### config.mk
export PLATFORM = sky130hd
export DESIGN_NAME = block_desc_queue
export DESIGN_NICKNAME = d
export VERILOG_FILES = /design/src/include/zigzag_order.svh /design/src/hdl/jpeg_coef_pkg.sv /design/src/hdl/quant_ctrl_pkg.sv /design/src/hdl/block_desc_queue.sv
export SDC_FILE = /design/constraint.sdc
export NUM_CORES = 1
export LEC_CHECK = 0
export BUFFER_PORTS_ARGS = -buffer_cell sky130_fd_sc_hd__buf_2
export CAP_MARGIN = 20
export CORE_UTILIZATION = 40
export CTS_CLUSTER_SIZE = 30
export DETAILED_ROUTE_END_ITERATION = 12
export PLACE_DENSITY = 0.56
export SETUP_SLACK_MARGIN = 0.2
export SYNTH_ARGS = -nofsm -noshare
export SYNTH_HDL_FRONTEND = slang
export SYNTH_SLANG_ARGS = --single-unit
export TNS_END_PERCENT = 10
### constraint.sdc
create_clock -name clk -period 1.9 [get_ports clk]
set_clock_uncertainty 0.15 [all_clocks]
set_input_delay 0.19 -clock clk [delete_from_list [all_inputs] [get_ports clk]]
set_output_delay 0.19 -clock clk [all_outputs]
set_load 0.005 [all_outputs]
### src/include/zigzag_order.svh
// zigzag_pos function, natural 8x8 index to zigzag scan position
`ifndef ZIGZAG_ORDER_SVH
`define ZIGZAG_ORDER_SVH

// rows 4..7 are the point mirror of rows 0..3, so only 32 entries are stored
function automatic jpeg_coef_pkg::idx_t zigzag_pos(input jpeg_coef_pkg::idx_t nat);
    logic [4:0] half; // index folded into rows 0..3
    logic [5:0] zz;   // position for the folded index
    half = nat[5] ? ~nat[4:0] : nat[4:0]; // 63-n for lower half
    case (half)
        5'd0:  zz = 6'd0;  // row 0
        5'd1:  zz = 6'd1;
        5'd2:  zz = 6'd5;
        5'd3:  zz = 6'd6;
        5'd4:  zz = 6'd14;
        5'd5:  zz = 6'd15;
        5'd6:  zz = 6'd27;
        5'd7:  zz = 6'd28;
        5'd8:  zz = 6'd2;  // row 1
        5'd9:  zz = 6'd4;
        5'd10: zz = 6'd7;
        5'd11: zz = 6'd13;
        5'd12: zz = 6'd16;
        5'd13: zz = 6'd26;
        5'd14: zz = 6'd29;
        5'd15: zz = 6'd42;
        5'd16: zz = 6'd3;  // row 2
        5'd17: zz = 6'd8;
        5'd18: zz = 6'd12;
        5'd19: zz = 6'd17;
        5'd20: zz = 6'd25;
        5'd21: zz = 6'd30;
        5'd22: zz = 6'd41;
        5'd23: zz = 6'd43;
        5'd24: zz = 6'd9;  // row 3
        5'd25: zz = 6'd11;
        5'd26: zz = 6'd18;
        5'd27: zz = 6'd24;
        5'd28: zz = 6'd31;
        5'd29: zz = 6'd40;
        5'd30: zz = 6'd44;
        5'd31: zz = 6'd53;
    endcase
    zigzag_pos = nat[5] ? ~zz : zz; // 63-z for mirrored half
endfunction

`endif

### src/hdl/jpeg_coef_pkg.sv
// coefficient, dc, magnitude, reciprocal and index widths with their typedefs
`default_nettype none

package jpeg_coef_pkg;

    localparam int coef_w  = 13; // signed dct coefficient
    localparam int dc_w    = 9;  // signed block average, 8 coef steps per unit
    localparam int qval_w  = 13; // signed quantized result
    localparam int mag_w   = 12; // unsigned magnitude
    localparam int recip_w = 16; // reciprocal, 1.0 = 2**16
    localparam int idx_w   = 6;  // position inside 8x8 block

    localparam int block_len = 64; // coefficients per block

    typedef logic signed [coef_w-1:0]  coef_t;
    typedef logic signed [dc_w-1:0]    dc_t;
    typedef logic signed [qval_w-1:0]  qval_t;
    typedef logic        [mag_w-1:0]   mag_t;
    typedef logic        [recip_w-1:0] recip_t;
    typedef logic        [idx_w-1:0]   idx_t;

    localparam idx_t last_idx = idx_t'(block_len - 1); // index of coefficient 63
    localparam mag_t mag_max  = '1;                    // 4095, clamp for magnitudes

endpackage

`default_nettype wire

### src/hdl/quant_ctrl_pkg.sv
// table select, component type, table address, descriptor queue and latency constants
`default_nettype none

package quant_ctrl_pkg;

    localparam int tsel_w     = 3;  // eight quality tables
    localparam int table_aw   = 10; // {tsel, ctype, natural index}
    localparam int table_words = 1 << table_aw;

    typedef logic [tsel_w-1:0]   tsel_t;
    typedef logic                ctype_t; // 0 luma, 1 chroma
    typedef logic [table_aw-1:0] taddr_t;

    localparam int desc_depth = 8;                   // descriptors waiting at most
    localparam int desc_ptr_w = $clog2(desc_depth);  // circular pointer width
    localparam int desc_cnt_w = desc_ptr_w + 1;      // count holds 0..desc_depth

    localparam logic [desc_cnt_w-1:0] desc_full = desc_cnt_w'(desc_depth);

    localparam int dp_latency = 4; // coef_in to q_stb, table read included

endpackage

`default_nettype wire

### src/hdl/block_desc_queue.sv
// block_desc_queue, circular store of per-block dc, component type, table and first flags
`timescale 1ns/1ps
`default_nettype none

module block_desc_queue (
    input  logic                   clk,
    input  logic                   rst,
    input  logic                   desc_stb,   // push one descriptor
    input  jpeg_coef_pkg::dc_t     desc_dc,
    input  quant_ctrl_pkg::ctype_t desc_ctype,
    input  quant_ctrl_pkg::tsel_t  desc_tsel,
    input  logic                   desc_first,
    input  logic                   pop,        // block start
    output jpeg_coef_pkg::dc_t     head_dc,    // held for the whole block
    output quant_ctrl_pkg::ctype_t head_ctype,
    output quant_ctrl_pkg::tsel_t  head_tsel,
    output logic                   head_first,
    output logic                   empty
);

    logic [quant_ctrl_pkg::desc_ptr_w-1:0] wr_ptr;
    logic [quant_ctrl_pkg::desc_ptr_w-1:0] rd_ptr;
    logic [quant_ctrl_pkg::desc_cnt_w-1:0] count;
    logic                                  full;

    jpeg_coef_pkg::dc_t     dc_mem    [quant_ctrl_pkg::desc_depth];
    quant_ctrl_pkg::ctype_t ctype_mem [quant_ctrl_pkg::desc_depth];
    quant_ctrl_pkg::tsel_t  tsel_mem  [quant_ctrl_pkg::desc_depth];
    logic                   first_mem [quant_ctrl_pkg::desc_depth];

    assign empty = (count == '0);
    assign full  = (count == quant_ctrl_pkg::desc_full);

    always_ff @(posedge clk) begin
        if (desc_stb) begin // entry storage
            dc_mem[wr_ptr]    <= desc_dc;
            ctype_mem[wr_ptr] <= desc_ctype;
            tsel_mem[wr_ptr]  <= desc_tsel;
            first_mem[wr_ptr] <= desc_first;
        end
        if (pop) begin // head register, stable until next start
            head_dc    <= dc_mem[rd_ptr];
            head_ctype <= ctype_mem[rd_ptr];
            head_tsel  <= tsel_mem[rd_ptr];
            head_first <= first_mem[rd_ptr];
        end
    end

    always_ff @(posedge clk) begin
        if (rst) begin
            wr_ptr <= '0;
            rd_ptr <= '0;
            count  <= '0;
        end else begin
            if (desc_stb) wr_ptr <= wr_ptr + 1'b1; // wraps at depth
            if (pop)      rd_ptr <= rd_ptr + 1'b1;
            case ({desc_stb, pop})
                2'b10:   count <= count + 1'b1;
                2'b01:   count <= count - 1'b1;
                default: count <= count; // both or neither
            endcase
        end
    end

    // a ninth waiting descriptor would overwrite the oldest
    a_no_push_full: assert property (@(posedge clk) disable iff (rst)
        desc_stb && !pop |-> !full)
        else $error("descriptor queue overflow");

    // every block needs its descriptor queued first
    a_no_pop_empty: assert property (@(posedge clk) disable iff (rst)
        pop |-> !empty)
        else $error("block start with no descriptor queued");

endmodule

`default_nettype wire

# Yosys cells after proc, flatten, opt, wreduce, memory -nomap -nowiden

Memories as Yosys holds them, arrays and structs flattened. A register that Yosys moved wholly into a read port is not among the register bits.
Index checks and enable logic that the tools add are counted.

Input bits: 18
Logic and storage cells: 18
Memory bits (writable): 112
Memories kept: 4
Bits in registers: 10
Output and inout bits: 15

Memory list:

| memory    | words | width | rd ports | clocked after Yosys merged registers in | write ports | RTL line               | source |
|---|---|---|---|---|---|---|---|
| dc_mem    | 8     | 9     | 1        | 1                                       | 1           | block_desc_queue.sv:26 | `jpeg_coef_pkg::dc_t dc_mem [quant_ctrl_pkg::desc_depth];` |
| tsel_mem  | 8     | 3     | 1        | 1                                       | 1           | block_desc_queue.sv:28 | `quant_ctrl_pkg::tsel_t tsel_mem [quant_ctrl_pkg::desc_depth];` |
| ctype_mem | 8     | 1     | 1        | 1                                       | 1           | block_desc_queue.sv:27 | `quant_ctrl_pkg::ctype_t ctype_mem [quant_ctrl_pkg::desc_depth];` |
| first_mem | 8     | 1     | 1        | 1                                       | 1           | block_desc_queue.sv:29 | `logic first_mem [quant_ctrl_pkg::desc_depth];` |

Reductions and logical operators: 2
Equal/unequal tests: 2
Add/subtract/negate cells: 4
Multiplexer cells: 3

Operator list:

| operator            | number |
|---|---|
| $pmux 4 s2          | 1 |
| $add 3x1->3 const B | 2 |
| $add 4x1->4 const B | 1 |
| $logic_not 4->1     | 1 |
| $sub 4x1->4 const B | 1 |
| $eq 2x1->1 const B  | 1 |
| $eq 2x2->1 const B  | 1 |
| $mux 1              | 2 |
| $reduce_bool 2->1   | 1 |

# Longest topological paths before layout

Gate-level depths: netlist (run 1).

Word-level depth: 2
Gate-level depth with buffers: 8
Gate-level depth less buffers: 8

# Worst setup path after synthesis (run 1)

OpenSTA, ideal clock, no wires.

Kind: register to register
Start: register wr_ptr[2] (netlist bit)
End: memory ctype_mem[0] (netlist bit), enable pin
Arrival time: 1,495 ps
Slack: -148 ps
Required time: 1,347 ps
Cell stages (with the launch flop): 3
Library setup time: 403 ps
Path buffers: 0
Clock period less this slack: 2,048 ps
Path through: dfxtp_1 > nand2b_1 > nor3_1

RTL lines:

| what                   | RTL line               | source |
|---|---|---|
| start, declared        | block_desc_queue.sv:21 | `logic [quant_ctrl_pkg::desc_ptr_w-1:0] wr_ptr;` |
| start signal, assigned | block_desc_queue.sv:55 | `if (desc_stb) wr_ptr <= wr_ptr + 1'b1;` |
| end, declared          | block_desc_queue.sv:27 |  |

Straight into the memory's write port.

==> results by group, run 1 <==
Global route
  – Antenna violations before repair: 0
  – Number of global-route vias before repair: 2539
  – GRT overflow: 0
  – Gr usage total: 15.73%
  – Largest net degree at the start of global routing: 18
  – First-pass GRT wire length: 14250 um

Floorplanning
  – I/O Pins: 33
  – Die Y: 115.9 um
  – Die Width: 115.9 um
  – DIE AREA: 13430 um^2
  – Core Region: 12620 um^2
  – Site row count: 41
  – Initial core utilization: 41.11%

Route
  – DR pass1 iterations: 4
  – Met1 WL: 4215 um
  – Detail Route Antenna Nets: 0
  – Routed wire length on met2: 4804 um
  – Wire length on met3: 243 um
  – Post-detailed-routing wire length: 9412 um
  – Vias/cell: 4.840
  – DR WL/cell: 18.60 um
  – 1st-iter DRT viols: 214
  – Top Layer Used: met4
  – Vias: 2449
  – DRC Markers: 0

Finish
  – Multi-input logic area: 1144 um^2
  – Final nets: 344
  – Synthesis-to-layout area growth: 25.37%
  – Commonest non-fill, non-tap cell in the layout: edfxtp_1
  – Fin cells: 506
  – N_diodes: 0
  – Core Util, Final: 51.54%
  – Sequential cell area: 3988 um^2
  – Fill cells: 1029
  – Layout cells sized above 1: 39.22%
  – Most frequent cells in the layout: edfxtp_1, buf_2, mux4_2

STA
  – Final setup violation count: 0
  – Fin crit period: 1.749 ns
  – WHS: 0.03258 ns
  – Fmax: 0.5718 GHz
  – Actual slew at the worst max-slew pin: 0.3006 ns
  – RSZ-0062 raised after global routing: yes
  – Fin. max-slew vios: 0
  – Fin crit share: 92.04%
  – Relative slew slack: 79.96%
  – Final Hold Vio Count: 0

Power
  – P_leak: 2.232 nW
  – P per Cell Area: 1153 nW/um^2
  – Worst vdd ir: 670.2 uV

Logic synthesis
  – Synthesized instance count: 242
  – Syn_nets: 265
  – Synth Area in Adders: 1.206%
  – Mux share of post-synthesis cell area: 15.99%
  – #FFs+latches synth: 136
  – Post-synth ARST share: 0%
  – Synth Area in Compound Gates: 0.6271%
  – Library cells used by synthesis: 26
  – XOR/XNOR Fraction of Synth Area: 1.182%
  – Post-Syn Area: 5187 um^2
  – Syn_area_per_cell: 21.44 um^2
  – Main synth FF type: edfxtp_1
  – Post-synth EDFFs: 126
  – YS warnings: 0
  – Simple-Gate Fraction of Synth Area: 2.846%
  – Largest family of logic cells by synthesized area: multiplexers
  – Post-synthesis sequential area ratio: 76.80%

Hold path
  – Hold Crit Depth: 4
  – Worst Hold Path EP: wr_ptr[1]$_SDFFE_PP0P_
  – Hold Startpoint: desc_stb
  – Hold Crit Class: primary input to flop

Clock tree
  – Clk slew on worst S/H paths: 0.06 ns
  – Postcts setup bufs: 0
  – Clock Sink Count: 136
  – CTS Buf Count: 17
  – Max clock buf depth: 2
  – Clk_lat worst skew: 0.41 ns
  – Root buf cell: clkbuf_16
  – H-tree depth: 4
  – CTS tree: built

Place
  – RD Place Congestion: 0.6465
  – Placed Cells: 459
  – HPWL after DPL: 5651 um
  – Input/output buffers: 32

Critical path
  – Arrival time worst endpoint: 1.76 ns
  – CP Max Fanout: 10
  – CP startpoint kind: flop
  – CP Class: flop to flop
  – Required @ worst endpoint: 1.91 ns
  – R2R Setup Slk: 0.15 ns
  – Crit-path cells: buf_12 -> mux4_2 -> mux2_2
  – Worst path bufs/invs: 1
  – Delay-heaviest family, CP: multiplexers
  – Worst R2R Path Depth: 3
  – RR Endpoint: head_tsel[2]$_DFFE_PP_
  – Crit-path max cell delay: 0.51 ns
  – Crit path max-delay cell type: mux4_2
  – Worst reg2reg startpoint: rd_ptr[0]$_SDFFE_PP0P_
  – Crit path capture type: flop

Run
  – Max-cap violation count: 0

Outcome
  – Status: complete, no violations
==> registers in the layout (all words and copies together) (netlist names), 3 cells and up <==
signal and flops:
count 4, tsel_mem 24, first_mem 8, ctype_mem 8, head_tsel 3, rd_ptr 3, wr_ptr 3, head_dc 9
dc_mem 72
==> cells by family after synthesis <==
group / after synthesis
xor gates and xnor gates: 7
and+or+nand+nor: 31
muxes: 46
buffers and inverters: 11
DFF: 136
adders and majority gates: 5
AOI/OAI and AO/OA: 6
==> worst min-delay path: stages <==
cell and delay (ns):
buf_2 0.10, buf_4 0.13, mux2i_1 0.07, nor2_1 0.07
==> Yosys cell counts, types with 3 or more instances <==
cell type	count	area, um^2
nor2_1	15	56.30
xor2_1	5	43.79
ha_1	5	62.56
buf_2	4	20.02
clkbuf_1	4	15.01
edfxtp_1	126	3784
nand2b_1	3	18.77
nand2_1	5	18.77
dfxtp_1	10	200.2
mux4_2	28	630.6
mux2_2	15	168.9
mux2i_1	3	30.03
==> worst max-delay path by stage <==
stage                                       from  cells past startpoint                endpoint  slack [ns]
after floorplan           wr_ptr[2]$_SDFFE_PP0P_                      2  ctype_mem[4]$_DFFE_PP_       -0.09
after global placement                       pop                      8   count[2]$_SDFFE_PP0P_        0.08
after detailed placement                     pop                      8   count[2]$_SDFFE_PP0P_        0.05
after CTS                 rd_ptr[0]$_SDFFE_PP0P_                      3  head_tsel[2]$_DFFE_PP_        0.13
after global routing      rd_ptr[0]$_SDFFE_PP0P_                      3    head_dc[7]$_DFFE_PP_        0.11
final                     rd_ptr[0]$_SDFFE_PP0P_                      3  head_tsel[2]$_DFFE_PP_        0.15
==> layout make-up <==
type                            count  share of cell area [%]
Sequential cell                   136                   61.31
Multi-Input combinational cell     95                   17.58
Timing Repair Buffer               70                   8.003
Clock buffer                       17                   6.541
Tap cell                          172                   3.309
Clock inverter                     15                   3.194
Inverter                            1                 0.05771
==> timing repair <==
action                                  4_1_cts  5_1_grt
endpoints found under the setup margin       14       15
hold buffers                                 15        0
gates resized for setup                       1        0
hold endpoints to repair                    121        0
==> routing by layer <==
| layer | vias to the layer above | global-route usage (%) |
|---|---|---|
| li1 | 1141 | - |
| met1 | 1257 | 19.84 |
| met2 | 40 | 25.12 |
| met4 | 0 | 7.179 |
| met3 | 11 | 4.707 |
| met5 | - | 0 |
==> through the flow <==
stage | power (W) | area (um^2) | setup WS (ns) | TNS [ns]
floorplan | 0.003839 | 5192 | -0.08735 | -1.223
global placement | 0.004048 | 5718 | 0.08048 | 0
detailed placement | 0.004058 | 5718 | 0.04951 | 0
CTS | 0.007589 | 6504 | 0.1314 | 0
global route | 0.007756 | 6504 | 0.1072 | 0
finish | 0.007496 | 6504 | 0.1512 | 0
==> report_power, final <==
part / leakage (nW) / switching (W) / total [W] / internal (W)
clock network: 0.311 / 0.00118 / 0.00349 / 0.00231
logic: 0.683 / 0.000248 / 0.000549 / 0.000301
registers: 1.24 / 0.0000551 / 0.00346 / 0.00340
(Power assumes the default switching activity.)
==> inputs of run 2 (changes only) <==
--- a/config.mk
+++ b/config.mk
@@ -10,7 +10,7 @@
 export CORE_UTILIZATION = 40
 export CTS_CLUSTER_SIZE = 30
 export DETAILED_ROUTE_END_ITERATION = 12
-export PLACE_DENSITY = 0.56
+export HOLD_SLACK_MARGIN = 0.15
 export SETUP_SLACK_MARGIN = 0.2
 export SYNTH_ARGS = -nofsm -noshare
 export SYNTH_HDL_FRONTEND = slang
==> constraint.sdc (replaced) <==
create_clock -name clk -period 1.6 [get_ports clk]
set_clock_uncertainty 0.15 [all_clocks]
set_input_delay 0.16 -clock clk [delete_from_list [all_inputs] [get_ports clk]]
set_output_delay 0.16 -clock clk [all_outputs]
set_load 0.005 [all_outputs]
==> run 2 against run 1 <==
Against the previous run: the run now ends with setup timing left; utilization grew 1.7 points; wire length grew 1.6%; final area grew 3.3%; via count grew 2.7%; largest cell class unchanged; global-route usage is essentially flat; setup slack lost 0.32 ns; combinational power grew 35%; clock power grew 12%; critical path depth is the same.
==> results by group, run 2 (synthesized netlist as in run 1, its figures left out) <==
STA
  – Setup WS post-layout: -0.1652 ns
  – Setup TNS: -2.041 ns
  – Fin crit period: 1.765 ns
  – WHS: 0.1882 ns
  – Actual slew at the worst max-slew pin: 0.3056 ns
  – Fin crit share: 110.3%
  – Final Hold Vio Count: 0
  – Relative slew slack: 79.62%
  – Fmax: 0.5665 GHz
  – RSZ-0062 raised after global routing: yes
  – Final setup violation count: 14
  – Fin. max-slew vios: 0

Finish
  – Top flop regs: dc_mem x72, tsel_mem x24, head_dc x9
  – Multi-input logic area: 1226 um^2
  – N_diodes: 0
  – Sequential cell area: 3998 um^2
  – Largest Register: dc_mem
  – Fill cells: 1010
  – Final nets: 353
  – Layout cells sized above 1: 45.48%
  – Most frequent cells in the layout: edfxtp_1, buf_2, mux4_2
  – Max reg flops: 72
  – Commonest non-fill, non-tap cell in the layout: edfxtp_1
  – Synthesis-to-layout area growth: 29.57%

Critical path
  – Crit-path max cell delay: 0.51 ns
  – Arrival time worst endpoint: 1.77 ns
  – CP Max Fanout: 10
  – Required @ worst endpoint: 1.61 ns
  – Delay-heaviest family, CP: multiplexers
  – RR Endpoint: head_tsel[2]$_DFFE_PP_
  – Crit-path cells: buf_12 -> mux4_2 -> mux2_2
  – Worst R2R Path Depth: 3
  – CP Class: flop to flop
  – CP endpoint: head_tsel[2]$_DFFE_PP_
  – Crit path max-delay cell type: mux4_2
  – WP depth: 3
  – Worst reg2reg startpoint: rd_ptr[0]$_SDFFE_PP0P_
  – R2R Setup Slk: -0.17 ns
  – Crit path capture type: flop
  – CP startpoint kind: flop
  – Worst path bufs/invs: 1
  – CP startpoint: rd_ptr[0]$_SDFFE_PP0P_

Clock tree
  – Root buf cell: clkbuf_16
  – CTS tree: built
  – Clk_lat worst skew: 0.41 ns
  – H-tree depth: 4
  – Clk slew on worst S/H paths: 0.06 ns
  – Clock Sink Count: 136
  – CTS Buf Count: 17
  – Max clock buf depth: 2

Power
  – Worst vdd ir: 877.6 uV
  – P per Cell Area: 1304 nW/um^2
  – P_leak: 2.298 nW

Global route
  – First-pass GRT wire length: 14570 um
  – Gr usage total: 15.75%
  – Number of global-route vias before repair: 2593
  – Antenna violations before repair: 0
  – GRT overflow: 0
  – Largest net degree at the start of global routing: 18

Floorplanning
  – I/O Pins: 33
  – Core Region: 12620 um^2
  – Initial core utilization: 41.11%
  – Site row count: 41
  – DIE AREA: 13430 um^2
  – Die Width: 115.9 um
  – Die Y: 115.9 um

Route
  – Detail Route Antenna Nets: 0
  – Vias/cell: 4.882
  – DR pass1 iterations: 4
  – Vias: 2514
  – Post-detailed-routing wire length: 9562 um
  – 1st-iter DRT viols: 169
  – DRC Markers: 0
  – DR WL/cell: 18.57 um

Place
  – Input/output buffers: 32
  – HPWL after DPL: 5913 um
  – RD Place Congestion: 0.6785

Outcome
  – Status: complete, but fails checks
  – Failing checks: setup timing

Run
  – Max-cap violation count: 0

Hold path
  – Hold Crit Class: primary input to flop
==> run 2: cell types whose count changed in the layout (fill, tap and decap cells not counted), sizes merged <==
cell	change
buf	+8
inv	+1
clkinv	-2
bufinv	-2
dlygate4sd3	+1
clkinvlp	+3
==> run 2: power breakdown <==
| group | internal [W] | switching (W) | total [W] |
|---|---|---|---|
| logic | 0.000428 | 0.000314 | 0.000741 |
| clock network | 0.00245 | 0.00146 | 0.00390 |
| registers | 0.00405 | 0.0000702 | 0.00412 |
| total | 0.00692 | 0.00184 | 0.00876 |
==> run 2: worst min path at each step <==
stage,start,end,cells after the start
CTS,pop,head_ctype$_DFFE_PP_,2
finish,pop,head_ctype$_DFFE_PP_,2
global route,pop,head_ctype$_DFFE_PP_,2
detailed placement,desc_dc[0],dc_mem[7][0]$_DFFE_PP_,1
global placement,desc_dc[0],dc_mem[7][0]$_DFFE_PP_,1
floorplan,desc_ctype,ctype_mem[0]$_DFFE_PP_,0
==> run 2: area by class of cell <==
cell class | count | share of cell area (%)
sequential | 136 | 59.47
multi-input combinational | 95 | 18.24
timing repair buffer | 79 | 10.05
clock buffer | 17 | 6.329
tap | 172 | 3.202
clock inverter | 15 | 2.643
inverter | 1 | 0.05585
==> run 2: per-stage QoR <==
step                setup WS (ns)  area [um^2]  cells  utilization [%]  total power [W]
floorplan                 -0.1830         5220    242                -         0.004570
global placement          -0.1527         5828    465            46.18         0.004830
detailed placement        -0.1853         5828    465            46.18         0.004848
CTS                       -0.1791         6675    515            52.90         0.008823
global route              -0.2206         6721    515            53.26         0.009057
finish                    -0.1652         6721    515            53.26         0.008762
==> run 2: routing by layer <==
| layer | vias to the layer above | wire, um | global-route usage [%] |
|---|---|---|---|
| met2 | 39 | 5070 | 26.39 |
| met1 | 1305 | 4117 | 19.42 |
| met4 | 0 | 94 | 5.897 |
| li1 | 1163 | - | - |
| met3 | 7 | 279 | 4.603 |
| met5 | - | 0 | 0 |
==> run 2: repair_timing <==
action / in CTS / in global routing
pin swaps: 2 / 1
hold buffers: 16 / 0
cloned: 1 / 0
resized for setup: 17 / 12
setup endpoints to repair: 88 / 83
hold endpoints to repair: 122 / 0
setup buffers: 1 / 0
==> inputs of run 3 (changes only) <==
--- a/config.mk
+++ b/config.mk
@@ -11,6 +11,7 @@
 export CTS_CLUSTER_SIZE = 30
 export DETAILED_ROUTE_END_ITERATION = 12
 export HOLD_SLACK_MARGIN = 0.15
+export PLACE_DENSITY = 0.65
 export SETUP_SLACK_MARGIN = 0.2
 export SYNTH_ARGS = -nofsm -noshare
 export SYNTH_HDL_FRONTEND = slang
==> run 3 against run 2 <==
Against the previous run: the flow still finishes with violations (setup timing); first-iteration DRC count unchanged; combinational power up 3%; maximum frequency rose by 1.6%; final area fell by 1.2%; sequential share of layout area grew 0.69 points; critical endpoint is now head_dc[3]$_DFFE_PP_; largest cell class unchanged.
==> results by group, run 3 (synthesized netlist as in run 1, its figures left out) <==
Outcome
  – Status: complete, but fails checks
  – Failing checks: setup timing

Route
  – Detail Route Antenna Nets: 0
  – Vias: 2556
  – Post-detailed-routing wire length: 9541 um
  – 1st-iter DRT viols: 169
  – DR pass1 iterations: 6
  – DR WL/cell: 18.56 um
  – Vias/cell: 4.973
  – DRC Markers: 0

Finish
  – Top flop regs: dc_mem x72, tsel_mem x24, head_dc x9
  – Most frequent cells in the layout: edfxtp_1, buf_2, mux4_2
  – Fin cells: 514
  – Final nets: 354
  – Commonest non-fill, non-tap cell in the layout: edfxtp_1
  – Synthesis-to-layout area growth: 28.05%
  – Max reg flops: 72
  – N_diodes: 0
  – Largest Register: dc_mem
  – Layout cells sized above 1: 43.57%
  – Post-route cell area: 6643 um^2

Run
  – Max-cap violation count: 0

Critical path
  – Crit-path cells: buf_12 -> mux4_2 -> mux2_4
  – Crit-path max cell delay: 0.51 ns
  – Delay-heaviest family, CP: multiplexers
  – Crit path capture type: flop
  – Arrival time worst endpoint: 1.74 ns
  – CP Max Fanout: 15
  – Required @ worst endpoint: 1.61 ns
  – Worst path bufs/invs: 1
  – CP Class: flop to flop
  – Crit path max-delay cell type: mux4_2
  – CP startpoint kind: flop
  – R2R Setup Slk: -0.14 ns

Place
  – Place WS: -0.1680 ns
  – RD Place Congestion: 0.7143
  – HPWL after DPL: 5755 um
  – Placed Area: 5831 um^2
  – Placed Cells: 467
  – Input/output buffers: 32

Hold path
  – Hold Crit Class: primary input to flop

Clock tree
  – Clock Sink Count: 136
  – Clk_lat worst skew: 0.41 ns
  – Max clock buf depth: 2
  – Clk slew on worst S/H paths: 0.05 ns
  – CTS Buf Count: 17
  – CTS tree: built
  – Root buf cell: clkbuf_16
  – H-tree depth: 4

STA
  – Fin. max-slew vios: 0
  – RSZ-0062 raised after global routing: yes
  – Fmax: 0.5758 GHz
  – Relative slew slack: 79.49%
  – Setup TNS: -1.771 ns
  – Fin crit share: 108.5%
  – Fin crit period: 1.737 ns
  – Actual slew at the worst max-slew pin: 0.3077 ns
  – Final Hold Vio Count: 0
  – Setup WS post-layout: -0.1368 ns
  – Final setup violation count: 14

Floorplanning
  – Die Width: 115.9 um
  – Site row count: 41
  – Initial core utilization: 41.11%
  – DIE AREA: 13430 um^2
  – Die Y: 115.9 um
  – I/O Pins: 33
  – Core Region: 12620 um^2

Global route
  – Gr usage total: 15.79%
  – GRT overflow: 0
  – Largest net degree at the start of global routing: 21
  – Antenna violations before repair: 0
  – Number of global-route vias before repair: 2617
  – First-pass GRT wire length: 14500 um

Power
  – Worst vdd ir: 752.7 uV
  – P_leak: 2.270 nW
  – P per Cell Area: 1241 nW/um^2
[run 3: changes by cell type in the layout (fill, tap and decap cells not counted), moves of 2 or more]
| cell | before | now |
|---|---|---|
| clkbuf_1 | 0 | 6 |
| buf_4 | 19 | 23 |
| clkinv_4 | 4 | 0 |
| clkinvlp_4 | 4 | 0 |
| mux2_2 | 8 | 4 |
| mux2_4 | 7 | 11 |
| nor2_2 | 5 | 1 |
| clkinv_1 | 1 | 4 |
| bufinv_16 | 3 | 1 |
| nor2_1 | 9 | 11 |
| nor2_4 | 1 | 3 |
[run 3: what timing repair did]
item / in CTS / in global routing
hold buffers: 16 / 0
gates resized for setup: 22 / 16
endpoints found under the hold margin: 122 / 0
endpoints found under the setup margin: 34 / 84
pin swaps: 5 / 2
setup buffers: 1 / 0
[run 3: through the flow]
stage	total power (W)	utilization, %	hold WS [ns]
3_3_place_gp	0.004816	46.20	0.2730
4_1_cts	0.008293	52.12	0.1661
3_5_place_dp	0.004841	46.20	0.2912
5_1_grt	0.008527	52.64	0.1773
2_1_floorplan	0.004570	-	0.1089
6_report	0.008241	52.64	0.1817
[run 3: final timing paths]
path                     startpoint                     to  cells past startpoint
min reg2reg   count[1]$_SDFFE_PP0P_  count[1]$_SDFFE_PP0P_                      2
max reg2reg  rd_ptr[0]$_SDFFE_PP0P_   head_dc[3]$_DFFE_PP_                      3
min                             pop   head_dc[6]$_DFFE_PP_                      2
max          rd_ptr[0]$_SDFFE_PP0P_   head_dc[3]$_DFFE_PP_                      3
[run 3: layout make-up]
| cell class | count | area [um^2] |
|---|---|---|
| fill | 1009 | 5977 |
| tap | 172 | 215.2 |
| clock buffer | 23 | 447.9 |
| sequential | 136 | 3996 |
| timing repair buffer | 80 | 646.9 |
| inverter | 1 | 3.754 |
| clock inverter | 7 | 55.05 |
| multi-input combinational | 95 | 1277 |
[run 3: where the power goes]
part	switching, W	internal (W)
Sequential	0.0000587	0.00405
Clock	0.00129	0.00209
Combinational	0.000334	0.000427
Total	0.00168	0.00656
[run 3: per-layer routing]
| layer | global-route usage (%) | vias up | share of wire (%) | wire [um] |
|---|---|---|---|---|
| li1 | - | 1161 | - | - |
| met1 | 19.99 | 1324 | 43 | 4066 |
| met2 | 25.04 | 56 | 51 | 4844 |
| met3 | 4.759 | 15 | 4.6 | 443 |
| met4 | 7.436 | 0 | 2.0 | 187 |
| met5 | 0 | - | 0 | 0 |
